## config.mk

```make
export PLATFORM = sky130hd
export DESIGN_NAME = pce_loader_top
export DESIGN_NICKNAME = d
export VERILOG_FILES = /design/src/design/pce_load_pkg.sv /design/src/design/cd_data_streamer.sv /design/src/design/cheat_code_loader.sv /design/src/design/pce_loader_top.sv /design/src/design/rom_loader.sv
export SDC_FILE = /design/constraint.sdc
export NUM_CORES = 1
export LEC_CHECK = 0
export ABC_AREA = 1
export BUFFER_PORTS_ARGS = -buffer_cell sky130_fd_sc_hd__buf_2
export CAP_MARGIN = 20
export CORE_MARGIN = 3
export CORE_UTILIZATION = 40
export CTS_BUF_LIST = sky130_fd_sc_hd__clkbuf_2
export DETAILED_ROUTE_END_ITERATION = 7
export GPL_TIMING_DRIVEN = 0
export PLACE_DENSITY = 0.62
export SYNTH_ARGS = -nofsm -noshare
export SYNTH_HDL_FRONTEND = slang
export SYNTH_SLANG_ARGS = --single-unit
```

## constraint.sdc

```tcl
create_clock -name clk_sys -period 4.3 [get_ports clk_sys]
set_clock_uncertainty 0.05 [all_clocks]
set_input_delay 0.43 -clock clk_sys [delete_from_list [all_inputs] [get_ports clk_sys]]
set_output_delay 0.43 -clock clk_sys [all_outputs]
set_load 0.02 [all_outputs]
```

## src/design/pce_load_pkg.sv

```systemverilog
// PC Engine loader definitions
package pce_load_pkg;

	////////////////////////////////////////
	// Bus widths
	////////////////////////////////////////

	localparam int IOCTL_DATA_W = 16;
	localparam int IOCTL_ADDR_W = 25;
	localparam int ROM_ADDR_W = 24;
	localparam int CODE_WORD_W = 32;

	// Byte length field of the CD data header
	localparam int CD_LEN_W_DEFAULT = 15;

	////////////////////////////////////////
	// Populous signature
	////////////////////////////////////////

	// 16-byte lines, one per bank
	localparam logic [ROM_ADDR_W-5:0] POP_BANK0_LINE = 'h1f2;
	localparam logic [ROM_ADDR_W-5:0] POP_BANK1_LINE = 'h212;

	// Expected words at line offsets 6, 8, 10 and 12
	localparam logic [IOCTL_DATA_W-1:0] POP_SIG_0 = 'h4F50;
	localparam logic [IOCTL_DATA_W-1:0] POP_SIG_1 = 'h5550;
	localparam logic [IOCTL_DATA_W-1:0] POP_SIG_2 = 'h4F4C;
	localparam logic [IOCTL_DATA_W-1:0] POP_SIG_3 = 'h5355;

	////////////////////////////////////////
	// State and kind encodings
	////////////////////////////////////////

	typedef enum logic {ROM_IDLE, ROM_WAIT_ACK} rom_state_t;

	typedef enum logic [1:0] {CD_HEADER, CD_IDLE, CD_BYTE_LOW, CD_BYTE_HIGH} cd_state_t;

	typedef enum logic [1:0] {DL_NONE, DL_CART, DL_CD_DATA, DL_CODE} download_kind_t;

endpackage

```

## src/design/cd_data_streamer.sv

```systemverilog
// CD data byte streamer
module cd_data_streamer #(
	parameter int CD_LEN_W = pce_load_pkg::CD_LEN_W_DEFAULT
) (
	input  logic                                  clk_sys,
	input  logic                                  reset,
	input  logic                                  cd_active,
	input  logic                                  ioctl_wr,
	input  logic [pce_load_pkg::IOCTL_DATA_W-1:0] ioctl_dout,
	output logic [7:0]                            cd_byte,
	output logic                                  cd_wr,
	output logic                                  cd_data_mode
);
	import pce_load_pkg::*;

	cd_state_t state;
	logic cd_active_q;
	logic [CD_LEN_W-1:0] cd_len;
	logic [CD_LEN_W-1:0] cd_cnt;
	logic [IOCTL_DATA_W-1:0] cd_word;
	logic word_wr;

	assign word_wr = cd_active && cd_active_q && ioctl_wr;

	// High byte only during the second strobe
	assign cd_byte = state == CD_BYTE_HIGH ? cd_word[15:8] : cd_word[7:0];

	////////////////////////////////////////
	// Header and byte phases
	////////////////////////////////////////

	always_ff @(posedge clk_sys) begin
		if (reset) begin
			cd_active_q <= 1'b0;
			state <= CD_HEADER;
			cd_wr <= 1'b0;
			cd_len <= '0;
			cd_cnt <= '0;
			cd_data_mode <= 1'b0;
		end else begin
			cd_active_q <= cd_active;
			if (cd_active && !cd_active_q) begin
				state <= CD_HEADER;
				cd_wr <= 1'b0;
				cd_cnt <= '0;
			end else begin
				case (state)
					CD_HEADER: begin
						if (word_wr) begin
							cd_data_mode <= ioctl_dout[15];
							cd_len <= ioctl_dout[CD_LEN_W-1:0];
							cd_cnt <= '0;
							state <= CD_IDLE;
						end
					end
					CD_IDLE: begin
						// Words past the length are dropped
						if (word_wr && cd_cnt < cd_len) begin
							cd_wr <= 1'b1;
							state <= CD_BYTE_LOW;
						end
					end
					CD_BYTE_LOW: begin
						cd_wr <= 1'b0;
						cd_cnt <= cd_cnt + 1'b1;
						// Odd length ends on a low byte
						state <= cd_cnt + 1'b1 >= cd_len ? CD_IDLE : CD_BYTE_HIGH;
					end
					CD_BYTE_HIGH: begin
						if (!cd_wr) begin
							cd_wr <= 1'b1;
						end else begin
							cd_wr <= 1'b0;
							cd_cnt <= cd_cnt + 1'b1;
							state <= CD_IDLE;
						end
					end
					default: state <= CD_HEADER;
				endcase
			end
		end
	end

	// Data word kept for both strobes
	always_ff @(posedge clk_sys) begin
		if (state == CD_IDLE && word_wr) begin
			cd_word <= ioctl_dout;
		end
	end

endmodule

```

## src/design/cheat_code_loader.sv

```systemverilog
// Cheat code record assembler
module cheat_code_loader (
	input  logic                                  clk_sys,
	input  logic                                  reset,
	input  logic                                  code_active,
	input  logic                                  ioctl_wr,
	input  logic [pce_load_pkg::IOCTL_ADDR_W-1:0] ioctl_addr,
	input  logic [pce_load_pkg::IOCTL_DATA_W-1:0] ioctl_dout,
	output logic                                  code_strobe,
	output logic [pce_load_pkg::CODE_WORD_W-1:0]  code_flags,
	output logic [pce_load_pkg::CODE_WORD_W-1:0]  code_addr,
	output logic [pce_load_pkg::CODE_WORD_W-1:0]  code_compare,
	output logic [pce_load_pkg::CODE_WORD_W-1:0]  code_replace
);
	import pce_load_pkg::*;

	logic code_wr;

	assign code_wr = code_active && ioctl_wr;

	// Record complete once the top word of replace lands
	always_ff @(posedge clk_sys) begin
		if (reset) begin
			code_strobe <= 1'b0;
		end else begin
			code_strobe <= code_wr && ioctl_addr[3:0] == 4'd14;
		end
	end

	////////////////////////////////////////
	// Field slots, low word first
	////////////////////////////////////////

	always_ff @(posedge clk_sys) begin
		if (code_wr) begin
			case (ioctl_addr[3:0])
				4'd0: code_flags[IOCTL_DATA_W-1:0] <= ioctl_dout;
				4'd2: code_flags[CODE_WORD_W-1:IOCTL_DATA_W] <= ioctl_dout;
				4'd4: code_addr[IOCTL_DATA_W-1:0] <= ioctl_dout;
				4'd6: code_addr[CODE_WORD_W-1:IOCTL_DATA_W] <= ioctl_dout;
				4'd8: code_compare[IOCTL_DATA_W-1:0] <= ioctl_dout;
				4'd10: code_compare[CODE_WORD_W-1:IOCTL_DATA_W] <= ioctl_dout;
				4'd12: code_replace[IOCTL_DATA_W-1:0] <= ioctl_dout;
				4'd14: code_replace[CODE_WORD_W-1:IOCTL_DATA_W] <= ioctl_dout;
				default: ;
			endcase
		end
	end

endmodule

```

## src/design/pce_loader_top.sv

```systemverilog
// PC Engine download front end
module pce_loader_top #(
	parameter int CD_LEN_W = pce_load_pkg::CD_LEN_W_DEFAULT
) (
	input  logic                                  clk_sys,
	input  logic                                  reset,
	input  logic                                  ioctl_download,
	input  logic [7:0]                            ioctl_index,
	input  logic                                  ioctl_wr,
	input  logic [pce_load_pkg::IOCTL_ADDR_W-1:0] ioctl_addr,
	input  logic [pce_load_pkg::IOCTL_DATA_W-1:0] ioctl_dout,
	input  logic                                  data_swap,
	input  logic                                  mem_wr_ack,
	output logic                                  rom_wr_req,
	output logic [pce_load_pkg::ROM_ADDR_W-1:0]   rom_addr,
	output logic [pce_load_pkg::IOCTL_DATA_W-1:0] rom_data,
	output logic [11:0]                           rom_size,
	output logic                                  ioctl_wait,
	output logic                                  sgx,
	output logic [1:0]                            populous,
	output logic                                  code_strobe,
	output logic [pce_load_pkg::CODE_WORD_W-1:0]  code_flags,
	output logic [pce_load_pkg::CODE_WORD_W-1:0]  code_addr,
	output logic [pce_load_pkg::CODE_WORD_W-1:0]  code_compare,
	output logic [pce_load_pkg::CODE_WORD_W-1:0]  code_replace,
	output logic [7:0]                            cd_byte,
	output logic                                  cd_wr,
	output logic                                  cd_data_mode
);
	import pce_load_pkg::*;

	download_kind_t download_kind;
	logic cart_active;
	logic cd_active;
	logic code_active;

	////////////////////////////////////////
	// Download kind decode
	////////////////////////////////////////

	always_comb begin
		download_kind = DL_NONE;
		if (&ioctl_index) begin
			download_kind = DL_CODE;
		end else if (ioctl_index[5:0] <= 6'd1) begin
			download_kind = DL_CART;
		end else if (ioctl_index[5:0] == 6'd2) begin
			download_kind = DL_CD_DATA;
		end
	end

	assign cart_active = ioctl_download && download_kind == DL_CART;
	assign cd_active = ioctl_download && download_kind == DL_CD_DATA;
	assign code_active = ioctl_download && download_kind == DL_CODE;

	////////////////////////////////////////
	// Loaders
	////////////////////////////////////////

	// Index bit 0 selects the SuperGrafx variant
	rom_loader rom_loader_i (
		.clk_sys(clk_sys),
		.reset(reset),
		.cart_active(cart_active),
		.console_sel(ioctl_index[0]),
		.ioctl_wr(ioctl_wr),
		.ioctl_dout(ioctl_dout),
		.data_swap(data_swap),
		.mem_wr_ack(mem_wr_ack),
		.rom_wr_req(rom_wr_req),
		.rom_addr(rom_addr),
		.rom_data(rom_data),
		.rom_size(rom_size),
		.ioctl_wait(ioctl_wait),
		.sgx(sgx),
		.populous(populous)
	);

	cheat_code_loader cheat_code_loader_i (
		.clk_sys(clk_sys),
		.reset(reset),
		.code_active(code_active),
		.ioctl_wr(ioctl_wr),
		.ioctl_addr(ioctl_addr),
		.ioctl_dout(ioctl_dout),
		.code_strobe(code_strobe),
		.code_flags(code_flags),
		.code_addr(code_addr),
		.code_compare(code_compare),
		.code_replace(code_replace)
	);

	cd_data_streamer #(
		.CD_LEN_W(CD_LEN_W)
	) cd_data_streamer_i (
		.clk_sys(clk_sys),
		.reset(reset),
		.cd_active(cd_active),
		.ioctl_wr(ioctl_wr),
		.ioctl_dout(ioctl_dout),
		.cd_byte(cd_byte),
		.cd_wr(cd_wr),
		.cd_data_mode(cd_data_mode)
	);

endmodule

```

## src/design/rom_loader.sv

```systemverilog
// Cartridge ROM loader
module rom_loader (
	input  logic                                  clk_sys,
	input  logic                                  reset,
	input  logic                                  cart_active,
	input  logic                                  console_sel,
	input  logic                                  ioctl_wr,
	input  logic [pce_load_pkg::IOCTL_DATA_W-1:0] ioctl_dout,
	input  logic                                  data_swap,
	input  logic                                  mem_wr_ack,
	output logic                                  rom_wr_req,
	output logic [pce_load_pkg::ROM_ADDR_W-1:0]   rom_addr,
	output logic [pce_load_pkg::IOCTL_DATA_W-1:0] rom_data,
	output logic [pce_load_pkg::ROM_ADDR_W-13:0]  rom_size,
	output logic                                  ioctl_wait,
	output logic                                  sgx,
	output logic [1:0]                            populous
);
	import pce_load_pkg::*;

	rom_state_t state;
	logic cart_active_q;
	logic accept;
	logic [IOCTL_DATA_W-1:0] swapped;
	logic [IOCTL_DATA_W-1:0] expected;
	logic sig_line;
	logic sig_slot;

	// Mirror the bit order inside each byte
	function automatic logic [IOCTL_DATA_W-1:0] reverse_bytes(
		input logic [IOCTL_DATA_W-1:0] w
	);
		logic [IOCTL_DATA_W-1:0] r;
		for (int i = 0; i < IOCTL_DATA_W; i++) begin
			r[(i / 8) * 8 + 7 - (i % 8)] = w[i];
		end
		return r;
	endfunction

	assign swapped = data_swap ? reverse_bytes(ioctl_dout) : ioctl_dout;

	// Only one word in flight; host holds off while ioctl_wait is up
	assign accept = ioctl_wr && cart_active && cart_active_q && state == ROM_IDLE;
	assign ioctl_wait = state == ROM_WAIT_ACK;
	assign rom_size = rom_addr[ROM_ADDR_W-1:12];

	////////////////////////////////////////
	// Signature check
	////////////////////////////////////////

	assign sig_line = rom_addr[ROM_ADDR_W-1:4] == POP_BANK0_LINE ||
		rom_addr[ROM_ADDR_W-1:4] == POP_BANK1_LINE;

	always_comb begin
		sig_slot = 1'b1;
		expected = POP_SIG_0;
		case (rom_addr[3:0])
			4'd6: expected = POP_SIG_0;
			4'd8: expected = POP_SIG_1;
			4'd10: expected = POP_SIG_2;
			4'd12: expected = POP_SIG_3;
			default: sig_slot = 1'b0;
		endcase
	end

	////////////////////////////////////////
	// Toggle handshake
	////////////////////////////////////////

	always_ff @(posedge clk_sys) begin
		if (reset) begin
			cart_active_q <= 1'b0;
			state <= ROM_IDLE;
			rom_wr_req <= 1'b0;
			rom_addr <= '0;
			sgx <= 1'b0;
			populous <= 2'b00;
		end else begin
			cart_active_q <= cart_active;
			if (cart_active && !cart_active_q) begin
				// New download starts from address 0
				rom_addr <= '0;
				populous <= 2'b11;
				sgx <= console_sel;
			end else begin
				case (state)
					ROM_IDLE: begin
						if (accept) begin
							state <= ROM_WAIT_ACK;
							rom_wr_req <= ~rom_wr_req;
							// Bank picked by address bit 13
							if (sig_line && sig_slot && swapped != expected) begin
								populous[rom_addr[13]] <= 1'b0;
							end
						end
					end
					ROM_WAIT_ACK: begin
						if (mem_wr_ack == rom_wr_req) begin
							state <= ROM_IDLE;
							rom_addr <= rom_addr + 2'd2;
						end
					end
					default: state <= ROM_IDLE;
				endcase
			end
		end
	end

	// Word held for the back end until the acknowledge
	always_ff @(posedge clk_sys) begin
		if (accept) begin
			rom_data <= swapped;
		end
	end

endmodule

```

# After elaboration in Yosys (flattened, before gate mapping)

Cells that the tools add are included.

Register bits after elaboration: 226
Memory bits (read-only): 0
RAM bits: 0
Output and inout port bits: 196
Memories kept: 0
Word-level logic and storage cells: 134
Latch bits: 0

Order comparisons: 5
Shift operators: 0
Reductions and logical operators: 45
$mul: 0
Add/subtract/negate cells: 2
Div/mod/pow operators: 0
Bitwise logic cells: 6
Multiplexer cells: 27
Eq/ne operators: 26

Operators with widths:

| operator                                                               | number |
|---|---|
| 15-bit one-hot mux with 3 select lines                                 | 1 |
| 13-bit one-hot mux with 3 select lines                                 | 1 |
| 15-bit two-way mux                                                     | 2 |
| 4-bit == test (second input constant)                                  | 7 |
| 24-bit by 2-bit adder with 24-bit output (second input constant)       | 1 |
| 2-bit two-way mux                                                      | 11 |
| 20-bit by 10-bit == test with 1-bit output (second input constant)     | 1 |
| 20-bit by 9-bit == test with 1-bit output (second input constant)      | 1 |
| 2-bit AND reduction                                                    | 10 |
| 1-bit logical AND                                                      | 17 |
| 16-bit two-way mux                                                     | 1 |
| 16-bit by 15-bit inequality test with 1-bit output                     | 1 |
| 15-bit by 1-bit adder with 15-bit output (second input constant)       | 1 |
| 15-bit >= comparator                                                   | 1 |
| 15-bit < comparator                                                    | 1 |
| 3-bit AND reduction                                                    | 5 |
| 4-bit by 3-bit == test with 1-bit output (second input constant)       | 3 |
| 2-bit == test (second input constant)                                  | 4 |
| 8-bit two-way mux                                                      | 1 |
| 2-bit one-hot mux with 4 select lines                                  | 1 |
| 8-bit AND reduction                                                    | 1 |
| 6-bit by 2-bit == test with 1-bit output (second input constant)       | 1 |
| 6-bit by 1-bit <= comparator with 1-bit output (second input constant) | 1 |
| 1-bit two-way mux                                                      | 6 |
| other kinds (21)                                                       | 31 |

# Logic depth before layout (Yosys ltp)

Word-level depth: 12
Depth in mapped cells: 18
Depth with buffers taken out: 18

# Hierarchy

Synthesis repeated with hierarchy kept, for this count alone.

Cells, all modules: 925
Area total of the unflattened synthesis: 9668.0 sq um

Modules (own cells, without submodules):

| module            | cells each | instances | area an instance (sq um) |
|---|---|---|---|
| cheat_code_loader | 153        | 1         | 3972.6 |
| cd_data_streamer  | 394        | 1         | 3075.4 |
| rom_loader        | 361        | 1         | 2553.7 |
| pce_loader_top    | 17         | 1         | 66.3 |

# Least setup slack after synthesis

Ideal clock, no wire load.

Path kind: register to register
Start point: register cd_data_streamer_i.cd_cnt[0]
End point: register cd_data_streamer_i.state[1]
Path slack: 2.025 ns
Library setup time: 0.113 ns
Arrival: 2.112 ns
Cell stages (with the launch flop): 19
Required time: 4.137 ns
Path through: dfxtp_1 -> ha_1 -> nand2_1 -> nor2_1 -> nand2_1 -> nor2_1 -> nand2_1 -> xor2_1 -> inv_1 -> ha_1 -> nand2_1 -> inv_1 -> nand2_1 -> nor3_1 -> nand2_1 -> nand3_1 -> a21boi_0 -> nor2_1 -> nor2_1

Cells in the longest elaborated chain, start to end: 4
Elaborated cells between the ends (all ways): 8
Those cells by class: 1 x add/sub; 2 x order compare; 1 x eq/ne; 2 x mux; 2 x reduce/logical

RTL lines:

| element                                                                               | line                                           | RTL |
|---|---|---|
| start: declaration                                                                    | cd_data_streamer.sv:19                         | `logic [CD_LEN_W-1:0] cd_cnt;` |
| start signal: assignment                                                              | cd_data_streamer.sv:65                         | `cd_cnt <= cd_cnt + 1'b1;` |
| start signal: assignment                                                              | cd_data_streamer.sv:74                         | `cd_cnt <= cd_cnt + 1'b1;` |
| 15-bit by 1-bit adder with 15-bit output or 15-bit < comparator (tied branches)       | cd_data_streamer.sv:67, cd_data_streamer.sv:58 |  |
| 15-bit >= comparator or 1-bit logical AND (tied branches)                             | cd_data_streamer.sv:67, cd_data_streamer.sv:58 |  |
| 2-bit two-way mux or 2-bit by 1-bit inequality test with 1-bit output (tied branches) | --                                             |  |
| 2-bit one-hot mux with 4 select lines or 3-bit AND reduction (tied branches)          | --                                             |  |
| end signal: assignment                                                                | cd_data_streamer.sv:67                         | `state <= cd_cnt + 1'b1 >= cd_len ? CD_IDLE : CD_BYTE_HIGH;` |
| end: declaration                                                                      | cd_data_streamer.sv:16                         | `cd_state_t state;` |

Parallel ways exist; a longest one is shown, timed or not.
A chain may end at the register's enable or synchronous reset.

# Final worst setup path

Start point: input port ioctl_index[4]
End point: register cd_data_streamer_i.cd_cnt[2]

Cells in the longest elaborated chain, start to end: 10
Elaborated cells between the ends (all ways): 14
Those cells by class: 1 x order compare; 3 x eq/ne; 3 x mux; 7 x reduce/logical

RTL lines:

| element                                                                                | line                   | RTL |
|---|---|---|
| start: declaration                                                                     | pce_loader_top.sv:8    | `input logic [7:0] ioctl_index,` |
| branches (longest 3 deep; another with 6-bit by 1-bit <= comparator with 1-bit output) | --                     |  |
| 2-bit two-way mux (*)                                                                  | pce_loader_top.sv:43   | `if (&ioctl_index) begin` |
| 2-bit == test (*)                                                                      | pce_loader_top.sv:53   | `assign cd_active = ioctl_download && download_kind == DL_CD_DATA;` |
| 1-bit logical AND (*)                                                                  | pce_loader_top.sv:53   |  |
| 1-bit logical AND (2 in series)                                                        | cd_data_streamer.sv:23 | `assign word_wr = cd_active && cd_active_q && ioctl_wr;` |
| 2-bit by 1-bit inequality test with 1-bit output (no source line)                      | --                     |  |
| 3-bit AND reduction (no source line)                                                   | --                     |  |

Every way passes the cells marked *.

==> results.json <==
{
  "cp-start-kind": "input pin",
  "cts_tree": "yes",
  "clock.fmax_mhz": 297,
  "cts.sinks": 225,
  "vias_per_cell": 4.77,
  "grt_pass1_vias": 7215,
  "antenna_found_initial": 1,
  "port_buffers": 226,
  "required_ns": 4.90,
  "clock_latency_ns": 0.89,
  "ys_ff_latch": 225,
  "nets": 1351,
  "worst_slack_ns": 0.935,
  "dp_hpwl_mm": 18.6,
  "first_iter_violations": 494,
  "fin_crit_sh_pct": 78.2,
  "hold_viol_final": 0,
  "wl_per_cell_um": 16.0,
  "finalCriticalPeriod_ns": 3.36,
  "status": "finished clean",
  "criticalPathCategory": "in2reg",
  "timing.hold.ws_ns": 0.118,
  "clkTransAtPathRegs_ns": 0.09,
  "busiest_layer": "met2",
  "syn_area_um2": 9770,
  "endpoint_kind": "flip-flop",
  "ir_worst_vdd_uv": 193,
  "power.density_nw_per_um2": 392,
  "tightest_slew_ns": 0.875,
  "layout_commonest_cell": "buf_2",
  "dp_slack_ns": 1.55,
  "syn-mean-instance-area_um2": 10.6,
  "synthCells": 926,
  "finalSetupTns_ns": 0,
  "postRouteAntennaNets": 0,
  "drc": 0,
  "filler_cell_count": 2154,
  "core_um2": 23800,
  "syn2layout_area_growth_pct": 25.9,
  "worst_hold_path_type": "in2reg",
  "num_vias": 7702,
  "grt_pass1_wl_mm": 39.6,
  "worstPathMaxFanout": 10,
  "drive_gt1_share_pct": 30.3,
  "p_leak_nw": 5.38,
  "placementRows": 56,
  "layout_common_cells": "buf_2 (230), nand2_1 (194), edfxtp_1 (160)",
  "firstDrtPassIters": 5,
  "synth_seq_area_share_pct": 62.5,
  "postCtsResizedCells": 0,
  "synth_cell_type_count": 42,
  "gp_congestion": 0.871,
  "io_pins": 251,
  "start_util_pct": 41.1,
  "die_y_um": 162,
  "ctsHtreeMaxLevel": 2,
  "relSlewSlack_pct": 41.2,
  "wl_mm": 25.8,
  "cp.arrival_ns": 3.97,
  "dieArea_um2": 26300,
  "final_max_slew_viol_count": 0,
  "die-width_um": 162,
  "cap_violations": 0,
  "numCtsBuffers": 56,
  "synth_warnings": 0,
  "grt_max_degree": 19,
  "grtUsageMet2_pct": 32.0,
  "grt_usage_pct": 19.3,
  "met3_usage_pct": 4.59,
  "finalSetupViolations": 0,
  "use_met1_pct": 25.4,
  "clockBufferDepth": 3,
  "root_buffer": "clkbuf_2",
  "grt_remaining_overflow": 0,
  "rsz0062_at_grt": "false",
  "syn_nets": 1022
}
-- power breakdown --
group          total, mW  switching, mW  leakage [nW]  internal (mW)
Sequential          2.43         0.0639          1.96           2.37
Clock               1.37          0.851         0.377          0.517
Combinational       1.02          0.654          3.04          0.368
-- metrics by stage --
step	cell area (um2)	total power, mW	utilization, %	std cells
2_1_floorplan	9770	3.19	-	926
3_3_place_gp	11300	3.45	47.6	1471
3_5_place_dp	11400	3.47	48.2	1480
4_1_cts	12300	4.88	51.8	1613
5_1_grt	12300	5.14	51.8	1614
6_report	12300	4.82	51.8	1614
-- state kept, by name, summed over array words and instances (netlist names), 2 cells and up --
register and count:
rom_loader_i.populous 2, cd_data_streamer_i.cd_word 16, cheat_code_loader_i.code_flags 32, cd_data_streamer_i.cd_len 15, cd_data_streamer_i.cd_cnt 15, rom_loader_i.rom_data 16
cd_data_streamer_i.state 2, cheat_code_loader_i.code_replace 32, rom_loader_i.rom_addr 23, cheat_code_loader_i.code_addr 32, cheat_code_loader_i.code_compare 32
-- per-layer routing --
| metal | share of wire, % | vias to the layer above | wire (um) |
|---|---|---|---|
| li1 | - | 3770 | - |
| met1 | 43 | 3540 | 11200 |
| met2 | 46 | 351 | 11900 |
| met3 | 8.7 | 41 | 2230 |
| met4 | 1.8 | 0 | 463 |
| met5 | 0 | - | 0 |
-- cells by family (layout without fill, tap and decap cells) --
group	Yosys count	in the layout	synth area share (%)
compound gates	104	104	5.86
xor+xnor	21	21	1.96
fa+ha+maj	41	41	5.25
buf+inv	145	513	6.61
flops	225	225	62.5
other cells	1	2	0.0384
simple gates	389	389	17.8
-- cell type report --
cell class	instances	area [um2]	share of cell area, %
inverters	119	447	3.63
repair buffers	271	1620	13.2
plain buffers	26	199	1.62
clock buffers	81	405	3.30
flip-flops and latches	225	6110	49.6
multi-input cells	556	3040	24.7
diodes	1	2.50	0.0203
clock inverters	16	85.1	0.692
well taps	319	399	3.24
-- path summary, 6_finish.rpt --
path,from,end,slack (ns),cells after the start
setup / recovery,ioctl_index[4],cd_data_streamer_i.cd_cnt[2],0.94,13
hold / removal,ioctl_addr[1],cheat_code_loader_i.code_addr[19],0.12,3
setup reg to reg,cd_data_streamer_i.cd_cnt[0],cd_data_streamer_i.state[1],1.49,16
hold reg to reg,rom_loader_i.populous[0],rom_loader_i.populous[0],0.42,2
-- repair_timing --
| action | CTS | global route |
|---|---|---|
| hold buffers | 36 | 0 |
| setup buffers | 0 | 0 |
| setup endpoints to repair | 0 | 0 |
| endpoints found under the hold margin | 190 | 0 |
-- cell usage after synthesis (all sizes together) --
cell type | n | area (um2)
nor2 | 101 | 439
o21ai | 46 | 249
inv | 117 | 439
conb | 1 | 3.75
xnor2 | 6 | 60.1
a21boi | 2 | 15.0
dfxtp | 65 | 1300
edfxtp | 160 | 4800
clkinv | 2 | 7.51
clkbuf | 3 | 21.3
buf | 23 | 178
nand2 | 201 | 792
nand4 | 13 | 87.6
nand3b | 1 | 7.51
or2 | 1 | 6.26
nor3b | 1 | 7.51
nor4 | 1 | 6.26
nor3 | 22 | 121
o21bai | 1 | 11.3
a21o | 2 | 15.0
o21a | 1 | 7.51
a21oi | 52 | 275
nand3 | 48 | 270
xor2 | 15 | 131
ha | 41 | 513
-- critical path: stages --
cell and delay (ns):
dlygate4sd3_1 0.53, buf_2 0.13, nor2_2 0.07, dlygate4sd3_1 0.60, nand3_2 0.08, dlygate4sd3_1 0.59
nor2_4 0.13, dlygate4sd3_1 0.56, inv_1 0.07, o21ai_4 0.30, inv_1 0.28, o21ai_0 0.15
a21oi_1 0.05
Note: power is estimated with default switching activity, not from simulation.
